--- src/hw/conv_pkg.sv ---
`default_nettype none

package conv_pkg;

  // beat geometry of the engine.
  localparam int COPIES  = 2; // independent pixel/weight sets per beat.
  localparam int GROUPS  = 2; // weight groups in each copy.
  localparam int MEMBERS = 2; // weights in each group.
  localparam int UNITS   = 4; // pixels per copy per beat.

  // operand and result widths.
  localparam int WORD_WIDTH    = 8;
  localparam int PRODUCT_WIDTH = 2 * WORD_WIDTH; // full width of one signed product.
  localparam int ACC_WIDTH     = 24;             // sums wrap modulo 2**ACC_WIDTH.
  localparam int TAG_WIDTH     = 4;

  // element counts of the flattened stream vectors.
  localparam int PIXEL_COUNT   = COPIES * UNITS;
  localparam int WEIGHT_COUNT  = COPIES * GROUPS * MEMBERS;
  localparam int PRODUCT_COUNT = COPIES * GROUPS * MEMBERS * UNITS;

  typedef logic [WORD_WIDTH-1:0] word_t; // one signed pixel or weight.
  typedef logic [ACC_WIDTH-1:0]  acc_t;  // one signed product or running sum.
  typedef logic [TAG_WIDTH-1:0]  tag_t;  // tuser value of a packet.

  // Unit u of copy c sits at element c*UNITS+u.
  typedef word_t [PIXEL_COUNT-1:0] pixels_t;

  // Member m of group g of copy c sits at element (c*GROUPS+g)*MEMBERS+m.
  typedef word_t [WEIGHT_COUNT-1:0] weights_t;

  // Ordered copy, group, member, unit with unit changing fastest.
  typedef acc_t [PRODUCT_COUNT-1:0] results_t;

endpackage

`default_nettype wire

--- src/hw/axis_slice.sv ---
`default_nettype none
`timescale 1ns/10ps

module axis_slice (
  input  wire                     aclk,
  input  wire                     rst_n,
  input  wire logic               s_valid,
  output logic                    s_ready,
  input  wire logic               s_last,
  input  wire conv_pkg::results_t s_results,
  input  wire conv_pkg::tag_t     s_tag,
  output logic                    m_valid,
  input  wire logic               m_ready,
  output logic                    m_last,
  output conv_pkg::results_t      m_results,
  output conv_pkg::tag_t          m_tag
);
  import conv_pkg::*;

  logic load;

  // A single register stage. It may take a new beat when it is empty or when its
  // current beat leaves on this same edge.
  // s_ready depends combinationally on m_ready, so this stage does not cut the
  // ready path.
  assign s_ready = m_ready | ~m_valid;
  assign load    = s_ready & s_valid;

  always_ff @(posedge aclk) begin
    if (!rst_n) begin
      m_valid <= 1'b0;
    end else if (s_ready) begin
      m_valid <= s_valid; // empties when drained with nothing new.
    end
  end

  always_ff @(posedge aclk) begin
    if (load) begin
      m_last    <= s_last;
      m_results <= s_results;
      m_tag     <= s_tag;
    end
  end

endmodule

`default_nettype wire

--- config.mk ---
export PLATFORM = sky130hd
export DESIGN_NAME = axis_slice
export DESIGN_NICKNAME = d
export VERILOG_FILES = /design/src/hw/conv_pkg.sv /design/src/hw/axis_slice.sv
export SDC_FILE = /design/constraint.sdc
export NUM_CORES = 1
export LEC_CHECK = 0
export ABC_CLOCK_PERIOD_IN_PS = 16400
export BUFFER_PORTS_ARGS = -buffer_cell sky130_fd_sc_hd__buf_2
export CAP_MARGIN = 10
export CORE_AREA = 2 2 600 602
export CTS_BUF_LIST = sky130_fd_sc_hd__clkbuf_8
export CTS_CLUSTER_DIAMETER = 30
export DETAILED_ROUTE_END_ITERATION = 7
export DIE_AREA = 0 0 602 604
export PLACE_DENSITY_LB_ADDON = 0.12
export RECOVER_POWER = 50
export SLEW_MARGIN = 20
export SYNTH_ARGS = -nofsm -noshare
export SYNTH_HDL_FRONTEND = slang
export SYNTH_SLANG_ARGS = --single-unit
--- constraint.sdc ---
create_clock -name aclk -period 16.4 [get_ports aclk]
set_input_delay 3.28 -clock aclk [delete_from_list [all_inputs] [get_ports aclk]]
set_output_delay 3.28 -clock aclk [all_outputs]
set_load 0.01 [all_outputs]
==> run_results.csv, run 1 <==
group,metric,value,unit
clock_tree,clkTransAtPathRegs,0.05,ns
placement,place_congestion,0.847,
global_route,grt.total_usage,9.88,%
finish,seqCellArea,23200,um^2
finish,fill_cells,40757,
yosys,synth_area,23300,um^2
power_and_ir_drop,swShare,27.6,%
power_and_ir_drop,finalPower,5.98,mW
power_and_ir_drop,clkPwrFrac,53.6,%
detailed_routing,vias,17474,
clock_tree,cts.repair.resized,0,
clock_tree,cts_sinks,774,
timing,period_needed,9.36,ns
global_route,grt_max_degree,158,
clock_tree,hold_buffers,0,
clock_tree,cts_root_buf,"clkbuf_8",
yosys,synth_nets,1555,
detailed_routing,drt-initial-drc-count,1084,
clock_tree,cts_made_buffers,308,
timing,hold_viol,0,
flow_run,cap_violations,3,
detailed_routing,ant_nets,0,
power_and_ir_drop,combPwrFrac,6.7,%
hold_path,hold_class,"flip-flop to flip-flop",
floorplan,die_h,604,um
detailed_routing,drt-wirelength-per-cell,24.5,um
clock_tree,cts_tree,"yes",
yosys,synth_cell_types,6,
clock_tree,clkLatencyLatePin,0.96,ns
yosys,synthAdderAreaFrac,0,%
detailed_routing,drc,0,
yosys,synth-simple-area-share,0.0968,%
finish,multi_input_area,31.3,um^2
worst_setup_path,critPathLaunchType,"input pin",
detailed_routing,via_per_inst,2.28,
worst_setup_path,required,16.96,ns
yosys,yosys-mux-area-fraction,0,%
detailed_routing,wirelength,188000,um
finish,area_growth,82.1,%
power_and_ir_drop,p_leak,15.9,nW
timing,tightest_slew,2.54,ns
yosys,ys_warn_count,0,
floorplan,start_util,6.51,%
clock_tree,htree_levels,5,
timing,max_slew_margin,-69.0,%
timing,slew_viol_final,109,
yosys,syn-instance-count,778,
power_and_ir_drop,seqPwrFrac,39.8,%
status,status,"finished, violations left",
power_and_ir_drop,power_density,141,nW/um^2
power_and_ir_drop,p_int,4.33,mW
timing,rsz0062_at_grt,"no",
floorplan,num_rows,220,
status,violations,"capacitance limit, slew limit",
worst_setup_path,cp_data_arrival_time,9.92,ns
power_and_ir_drop,p_sw,1.65,mW
timing,setup_viol,0,
placement,portBuffers,1551,
floorplan,die_area,364000,um^2
finish,drive_gt1_share,56.1,%
yosys,avgSynthCellArea,29.9,um^2
global_route,grt_pass1_wl,227000,um
floorplan,die_x,602,um
worst_setup_path,crit_type,"input pin to flip-flop",
power_and_ir_drop,peakVddDrop,0.0597,mV
placement,dpl.hpwl,158000,um
clock_tree,postCtsSetupRepairBufs,0,
clock_tree,clockBufferDepth,4,
global_route,grt_pass1_vias,18756,
worst_setup_path,crit_path_end_kind,"flip-flop",
yosys,synth-xor-area-share,0,%
yosys,yosysSeqAreaShare,99.8,%
timing,setup-tns-final,0,ns
global_route,grt-ovfl-total,0,
timing,fmax,107,MHz
timing,fin_crit_sh,57.1,%
floorplan,io_pins,1552,
timing,fin_worst_skew,0.0807,ns
detailed_routing,first_pass_iters,5,
floorplan,coreArea,358000,um^2
finish,fin_nets,3426,
yosys,ys_ff_latch,774,
yosys,synth_top_family_by_area,"simple AND/OR/NAND/NOR gates",
worst_setup_path,path_max_fanout,140,
global_route,antenna_found_initial,162,
yosys,synth_compound_area_share,0.0484,%
worst max-delay path, cell delays in order:
cell	delay [ns]
clkbuf_1	0.34
and2_0	0.94
clkbuf_1	1.85
clkbuf_1	1.73
buf_4	0.70
buf_12	0.59
metrics by stage:
| step | hold slack, ns | instance area [um^2] | setup slack, ns | instances | utilization, % |
|---|---|---|---|---|---|
| floorplan | 0.546 | 23300 | 7.17 | 778 | - |
| global placement | 0.609 | 37100 | 9.28 | 7112 | 10.4 |
| detailed placement | 0.598 | 37100 | 9.21 | 7112 | 10.4 |
| CTS | 0.605 | 42800 | 9.40 | 7661 | 12.0 |
| global route | 0.601 | 42300 | 6.35 | 7666 | 11.8 |
| finish | 0.586 | 42400 | 7.04 | 7679 | 11.9 |
logic make-up (layout without fill, tap and decap cells):
| group | Yosys count | after routing |
|---|---|---|
| simple gates | 2 | 2 |
| other cells | 0 | 18 |
| compound gates | 1 | 1 |
| flops | 774 | 774 |
| buf+inv | 1 | 2111 |
power by group through the flow:
stage	Combinational, mW	Clock (mW)	Sequential, mW
floorplan	0.0347	0	2.47
global placement	0.439	0	2.41
detailed placement	0.435	0	2.41
CTS	0.436	3.38	2.38
global route	0.433	3.49	2.39
finish	0.399	3.20	2.38
sequential cells by signal, indices dropped and copies added, names as in the netlist:
register,flops
m_tag,4
m_last,1
m_valid,1
m_results,768
layout by cell type (no fill, tap or decap):
cell	Yosys	routed
a21boi_2	1	1
and2_0	0	1
buf_1	0	1
buf_12	0	3
buf_2	0	1211
buf_4	0	4
bufinv_16	0	7
clkbuf_1	0	342
clkbuf_8	0	312
clkinv_1	0	69
clkinv_2	0	56
clkinv_4	0	1
clkinv_8	0	4
clkinvlp_4	0	6
dfxtp_1	1	1
diode_2	0	18
edfxtp_1	773	773
inv_1	1	80
inv_12	0	6
inv_16	0	1
inv_6	0	3
inv_8	0	5
nand2b_4	1	1
metal layers:
metal / track usage, % / wire [um]
met4: 2.69 / 5510
met5: 0 / 162
met1: 9.47 / 60900
met3: 4.43 / 19300
met2: 18.8 / 102000
Yosys cell counts:
cell type	n	area, um^2
and2_4	1	8.76
a21boi_2	1	11.3
dfxtp_1	1	20.0
inv_1	1	3.75
nand2b_4	1	13.8
edfxtp_1	773	23200
path summary, 6_finish.rpt:
check	cells after the start	startpoint	to	slack, ns
setup / recovery	6	s_valid	m_results[400]$_DFFE_PP_	7.04
hold / removal	2	m_valid$_SDFFE_PN0P_	m_valid$_SDFFE_PN0P_	0.59
setup reg to reg	6	m_valid$_SDFFE_PN0P_	m_results[400]$_DFFE_PP_	9.29
hold reg to reg	2	m_valid$_SDFFE_PN0P_	m_valid$_SDFFE_PN0P_	0.59
cell type report:
type | instances | share of cell area, %
Antenna cell | 18 | 0.106
Clock buffer | 312 | 10.1
Clock inverter | 237 | 3.22
Inverter | 1 | 0.00886
Multi-Input combinational cell | 3 | 0.0738
Sequential cell | 774 | 54.8
Tap cell | 4773 | 14.1
Timing Repair Buffer | 1561 | 17.6
(Power assumes the default switching activity.)
==> inputs of run 2 (changes only) <==
ABC_CLOCK_PERIOD_IN_PS = 8400   (was 16400)
CORE_AREA = 2 2 596 598   (was 2 2 600 602)
DIE_AREA = 0 0 598 600   (was 0 0 602 604)
clock period = 8.4 ns   (was 16.4 ns; I/O delays follow)
==> run 2 against run 1 <==
Compared with the run above: the run still ends with capacitance limit, slew limit left; highest routed layer unchanged; non-clock buffer count increased by 4; first-iteration DRC count is 11% lower; cell count down 2.1%; power increased by 97%; critical path type unchanged; sequential cell count stayed put; clock power rose by 98%; utilization grew 0.19 points; clock skew shrank 0.019 ns; combinational power increased by 110%; critical endpoint is now m_results[232]$_DFFE_PP_; critical path depth is 2 lower.
==> run_results.csv, run 2 (same netlist as run 1, synthesis figures left out) <==
group,metric,value,unit
power_and_ir_drop,p_leak,16.2,nW
floorplan,coreArea,352000,um^2
detailed_routing,drt-wirelength-per-cell,28.7,um
finish,fill_cells,39964,
detailed_routing,wirelength,215000,um
detailed_routing,ant_nets,0,
clock_tree,cts_made_buffers,289,
worst_setup_path,cpMaxStageDelayCell,"clkbuf_2",
timing,fin_worst_skew,0.0616,ns
timing,period_needed,5.00,ns
floorplan,num_rows,218,
timing,max_slew_margin,-134,%
timing,fin_crit_sh,59.5,%
finish,multi_input_area,22.5,um^2
worst_setup_path,r2r-end,"m_results[232]$_DFFE_PP_",
worst_setup_path,cpPeakStageDelay,2.44,ns
power_and_ir_drop,peakVddDrop,0.200,mV
timing,setup-tns-final,0,ns
timing,setup_viol,0,
detailed_routing,vias,17905,
clock_tree,cts_root_buf,"clkbuf_8",
finish,fin_nets,3411,
placement,place_congestion,0.837,
finish,seqCellArea,23200,um^2
timing,tightest_slew,3.52,ns
floorplan,start_util,6.61,%
worst_setup_path,reg2regPathDepth,3,
floorplan,die_area,359000,um^2
finish,largest_reg_flops,768,
hold_path,hold_class,"flip-flop to flip-flop",
finish,top_register,"m_results",
worst_setup_path,crit_chain,"buf_2, nand2b_1, and2_4, clkbuf_2",
global_route,antenna_found_initial,272,
floorplan,die_h,600,um
clock_tree,htree_levels,5,
worst_setup_path,critPathBufInv,2,
worst_setup_path,required,8.85,ns
floorplan,die_x,598,um
finish,drive_gt1_share,61.0,%
global_route,grt_pass1_vias,18904,
clock_tree,clockBufferDepth,4,
power_and_ir_drop,power_density,278,nW/um^2
worst_setup_path,reg2reg_slack,3.91,ns
clock_tree,cts_tree,"yes",
worst_setup_path,crit_type,"input pin to flip-flop",
clock_tree,cts.repair.resized,0,
power_and_ir_drop,finalPower,11.8,mW
worst_setup_path,worstReg2RegStart,"m_valid$_SDFFE_PN0P_",
clock_tree,cts_sinks,774,
clock_tree,postCtsSetupRepairBufs,0,
worst_setup_path,cp_data_arrival_time,5.45,ns
global_route,grt_max_degree,131,
worst_setup_path,crit_path_end_kind,"flip-flop",
clock_tree,hold_buffers,0,
timing,hold_viol,0,
finish,area_growth,82.1,%
clock_tree,clkLatencyLatePin,0.95,ns
detailed_routing,via_per_inst,2.38,
placement,dpl.hpwl,186000,um
floorplan,io_pins,1552,
hold_path,whs_endpoint,"m_valid$_SDFFE_PN0P_",
global_route,grt.total_usage,11.5,%
finish,final_common_cell,"buf_2",
finish,layout_common_cells,"buf_2, edfxtp_1, clkbuf_8",
timing,rsz0062_at_grt,"no",
global_route,grt-ovfl-total,0,
placement,portBuffers,1551,
detailed_routing,drt-initial-drc-count,965,
status,status,"finished, violations left",
worst_setup_path,critPathLaunchType,"input pin",
detailed_routing,drc,0,
status,violations,"capacitance limit, slew limit",
detailed_routing,first_pass_iters,4,
flow_run,cap_violations,3,
worst_setup_path,path_max_fanout,130,
clock_tree,clkTransAtPathRegs,0.04,ns
finish,reg_top3,"m_results (768), m_tag (4)",
hold_path,min_from,"m_valid$_SDFFE_PN0P_",
timing,fmax,200,MHz
worst_setup_path,cp_top_family,"buffers and inverters",
timing,slew_viol_final,203,
hold_path,whs_path_depth,2,
global_route,grt_pass1_wl,252000,um
-- run 2: cell count changes in the layout (fill, tap and decap cells not counted), sizes merged --
cell      change
buf         +129
clkinvlp      +1
inv          -24
bufinv       +11
diode        +20
clkbuf      -146
clkinv        -1
-- run 2: layout make-up --
| class | instances | share of cell area (%) |
|---|---|---|
| Timing Repair Buffer | 1565 | 18.0 |
| Multi-Input combinational cell | 3 | 0.0531 |
| Clock buffer | 291 | 9.45 |
| Inverter | 1 | 0.00886 |
| Sequential cell | 774 | 54.8 |
| Clock inverter | 224 | 3.80 |
| Tap cell | 4620 | 13.6 |
| Antenna cell | 38 | 0.224 |
-- run 2: worst max path at each step --
stage          slack (ns)    start  cells after the start                        to
2_1_floorplan        0.77  m_ready                      2          m_last$_DFFE_PP_
3_3_place_gp         4.15  m_ready                      5  m_results[298]$_DFFE_PP_
3_5_place_dp         4.14  m_ready                      5  m_results[229]$_DFFE_PP_
4_1_cts              4.65  m_ready                      3                   s_ready
5_1_grt              3.03  m_ready                      4  m_results[361]$_DFFE_PP_
6_report             3.40  m_ready                      4  m_results[232]$_DFFE_PP_
-- run 2: routing by layer --
layer | global-route usage [%] | vias to the layer above | share of wire (%)
met5 | 0 | - | 0.36
met4 | 3.47 | 118 | 3.2
met3 | 7.84 | 654 | 15
met2 | 18.5 | 1549 | 46
met1 | 11.9 | 8467 | 35
li1 | - | 7117 | -
-- run 2: metrics by stage --
| step | setup slack (ns) | util [%] | instances | hold slack [ns] | area (um^2) |
|---|---|---|---|---|---|
| floorplan | 0.772 | - | 778 | 0.546 | 23300 |
| global placement | 4.15 | 10.5 | 6963 | 0.525 | 37000 |
| detailed placement | 4.14 | 10.5 | 6963 | 0.518 | 37000 |
| CTS | 4.65 | 12.1 | 7478 | 0.523 | 42600 |
| global route | 3.03 | 12.0 | 7481 | 0.644 | 42300 |
| finish | 3.40 | 12.0 | 7516 | 0.615 | 42400 |
-- run 2: worst reg2reg max path: cells and delay by family, from the launching register on --
kind,cells,cell delay (ns)
DFF,1,0.31
buffers and inverters,1,2.51
and+or+nand+nor,2,0.91
-- run 2: where the power goes --
part	total [mW]	internal [mW]	leakage (nW)	switching, mW
Clock	6.34	3.79	3.09	2.56
Sequential	4.63	4.55	7.49	0.0781
Combinational	0.822	0.257	5.60	0.565
==> inputs of run 3 (changes only) <==
ABC_AREA = 1   (was unset)
ABC_CLOCK_PERIOD_IN_PS = 4300   (was 8400)
clock period = 4.3 ns   (was 8.4 ns; I/O delays follow)
==> run 3 against run 2 <==
Compared with the run above: the run still ends with capacitance limit, slew limit left; combinational power grew to 2.7 times the previous value; die area did not move; synthesized cell count is 0.26% higher; final area up 16%; clock power grew 100%; first-iteration DRC count grew 19%.
==> run_results.csv, run 3 <==
group,metric,value,unit
yosys,ys_ff_latch,774,
status,status,"finished, violations left",
placement,placed_cells,6969,
finish,area_growth,112,%
yosys,synth-simple-area-share,0.0269,%
timing,slew_viol_final,102,
placement,place_area,37000,um^2
placement,pre_cts_ws,1.45,ns
timing,period_needed,3.02,ns
finish,top_register,"m_results",
clock_tree,cts.repair.resized,0,
yosys,synth_top_flop_cell,"edfxtp_1",
global_route,grt_max_degree,120,
timing,hold_viol,0,
power_and_ir_drop,p_leak,18.9,nW
hold_path,hold_class,"input pin to flip-flop",
yosys,synth_top_cells_by_count,"edfxtp_1, inv_1",
yosys,avgSynthCellArea,29.8,um^2
detailed_routing,wirelength,210000,um
clock_tree,clockBufferDepth,4,
clock_tree,clkLatencyLatePin,0.96,ns
power_and_ir_drop,power_density,487,nW/um^2
worst_setup_path,crit_type,"flip-flop to flip-flop",
worst_setup_path,required,4.79,ns
yosys,synth_top_area_share,99.8,%
detailed_routing,via_per_inst,2.49,
finish,final_area,49300,um^2
finish,largest_reg_flops,768,
timing,hold-worst-slack,0.213,ns
floorplan,io_pins,1552,
yosys,synth_top_area_cell,"edfxtp_1",
timing,worst_slack,1.28,ns
clock_tree,hold_buffers,674,
timing,fmax,331,MHz
finish,final_common_cell,"buf_2",
floorplan,start_util,6.61,%
global_route,grt_pass1_vias,22152,
worst_setup_path,cp_data_arrival_time,3.51,ns
clock_tree,postCtsSetupRepairBufs,0,
detailed_routing,vias,20447,
yosys,synth_cell_types,7,
timing,tightest_slew,2.12,ns
global_route,antenna_found_initial,188,
yosys,synth_top_family_by_area,"compound AO/OA/AOI/OAI gates",
global_route,busiest_layer,"met2",
clock_tree,clkTransAtPathRegs,0.04,ns
detailed_routing,drc,0,
flow_run,cap_violations,2,
detailed_routing,drt-wirelength-per-cell,25.5,um
floorplan,coreArea,352000,um^2
finish,drive_gt1_share,47.2,%
yosys,synthAdderAreaFrac,0,%
yosys,synth-xor-area-share,0,%
detailed_routing,first_pass_iters,5,
status,violations,"capacitance limit, slew limit",
worst_setup_path,cpMaxStageDelayCell,"clkbuf_1",
finish,fin_nets,4098,
clock_tree,cts_tree,"yes",
worst_setup_path,crit_chain,"a21oi_1, buf_12, clkbuf_1",
worst_setup_path,crit_path_end_kind,"flip-flop",
yosys,synth_area,23300,um^2
worst_setup_path,cpPeakStageDelay,1.55,ns
finish,fin_cells,8214,
finish,layout_common_cells,"buf_2, edfxtp_1, dlygate4sd3_1",
timing,rsz0062_at_grt,"no",
global_route,gr-usage-met3,5.35,%
yosys,ys_warn_count,0,
floorplan,die_h,600,um
finish,reg_top3,"m_results (768), m_tag (4)",
yosys,yosysSeqAreaShare,99.9,%
clock_tree,cts_sinks,774,
timing,fin_worst_skew,0.0371,ns
clock_tree,htree_levels,5,
clock_tree,cts_made_buffers,296,
placement,portBuffers,1551,
yosys,synth_compound_area_share,0.0592,%
yosys,yosysMostFrequentCell,"edfxtp_1",
yosys,ys_top_cells_by_area,"edfxtp_1, dfxtp_1, a21oi_2",
timing,max_slew_margin,-41.3,%
timing,setup-tns-final,0,ns
floorplan,die_area,359000,um^2
yosys,yosys-mux-area-fraction,0,%
detailed_routing,drt-initial-drc-count,1148,
placement,place_congestion,0.858,
global_route,grt.total_usage,11.2,%
global_route,grt_pass1_wl,254000,um
detailed_routing,ant_nets,0,
power_and_ir_drop,peakVddDrop,0.364,mV
timing,setup_viol,0,
worst_setup_path,path_max_fanout,37,
clock_tree,cts_root_buf,"clkbuf_8",
global_route,met1_usage,12.9,%
placement,dpl.hpwl,178000,um
floorplan,die_x,598,um
yosys,synth_nets,1557,
floorplan,num_rows,218,
yosys,synth_edf_count,773,
global_route,grt-ovfl-total,0,
global_route,use_met2,18.3,%
yosys,postSynth.asyncResetShare,0,%
timing,fin_crit_sh,70.2,%
worst_setup_path,critPathLaunchType,"flip-flop",
yosys,syn-instance-count,780,
[run 3: cell count changes after synthesis, sizes merged]
cell	before	now
and2	1	0
a21oi	0	2
a21boi	1	0
nand2b	1	0
nand2	0	1
inv	1	3
[run 3: logic make-up (layout without fill, tap and decap cells)]
kind of cell | Yosys count | count (layout)
AND/OR/NAND/NOR | 1 | 1
other | 0 | 41
buffers and inverters | 3 | 2776
flip-flops | 774 | 774
AO/OA/AOI/OAI | 2 | 2
[run 3: layout make-up]
class | instances | area [um^2]
antenna | 41 | 103
clock buffer | 300 | 4130
clock inverter | 230 | 1680
fill | 39666 | 303000
inverter | 3 | 13.8
multi-input combinational | 3 | 17.5
sequential | 774 | 23200
tap | 4620 | 5780
timing repair buffer | 2243 | 14300
[run 3: metal layers]
layer  part of all wire [%]  vias to the layer above  wire [um]
met3                     11                      492      22700
met2                     47                     1401      98400
li1                       -                     8508          -
met1                     39                     9946      82500
met5                   0.31                        -        649
met4                    2.6                      100       5450
[run 3: power by group]
group          internal [mW]  total [mW]  leakage, nW  switching, mW
clock                   7.69        12.7         3.18           5.03
combinational          0.899        2.21         8.21           1.31
sequential              8.88        9.09         7.49          0.208
total                   17.5        24.0         18.9           6.54
[run 3: stage by stage]
step	util [%]	power (mW)
2_1_floorplan	-	9.68
3_3_place_gp	10.5	11.0
3_5_place_dp	10.5	11.0
4_1_cts	14.1	24.8
5_1_grt	14.0	25.2
6_report	14.0	24.0
[run 3: worst max-delay path, delay by kind of cell, from the launching register on]
kind | cells | cell delay, ns
buffers and inverters | 2 | 1.80
flip-flops | 1 | 0.32
AO/OA/AOI/OAI | 1 | 0.40
[run 3: worst paths after layout]
kind / from / to / slack, ns / depth (start not counted)
setup / recovery: m_valid$_SDFFE_PN0P_ / m_results[555]$_DFFE_PP_ / 1.28 / 3
hold / removal: s_results[133] / m_results[133]$_DFFE_PP_ / 0.21 / 1
setup reg to reg: m_valid$_SDFFE_PN0P_ / m_results[555]$_DFFE_PP_ / 1.28 / 3
hold reg to reg: m_valid$_SDFFE_PN0P_ / m_valid$_SDFFE_PN0P_ / 0.58 / 2
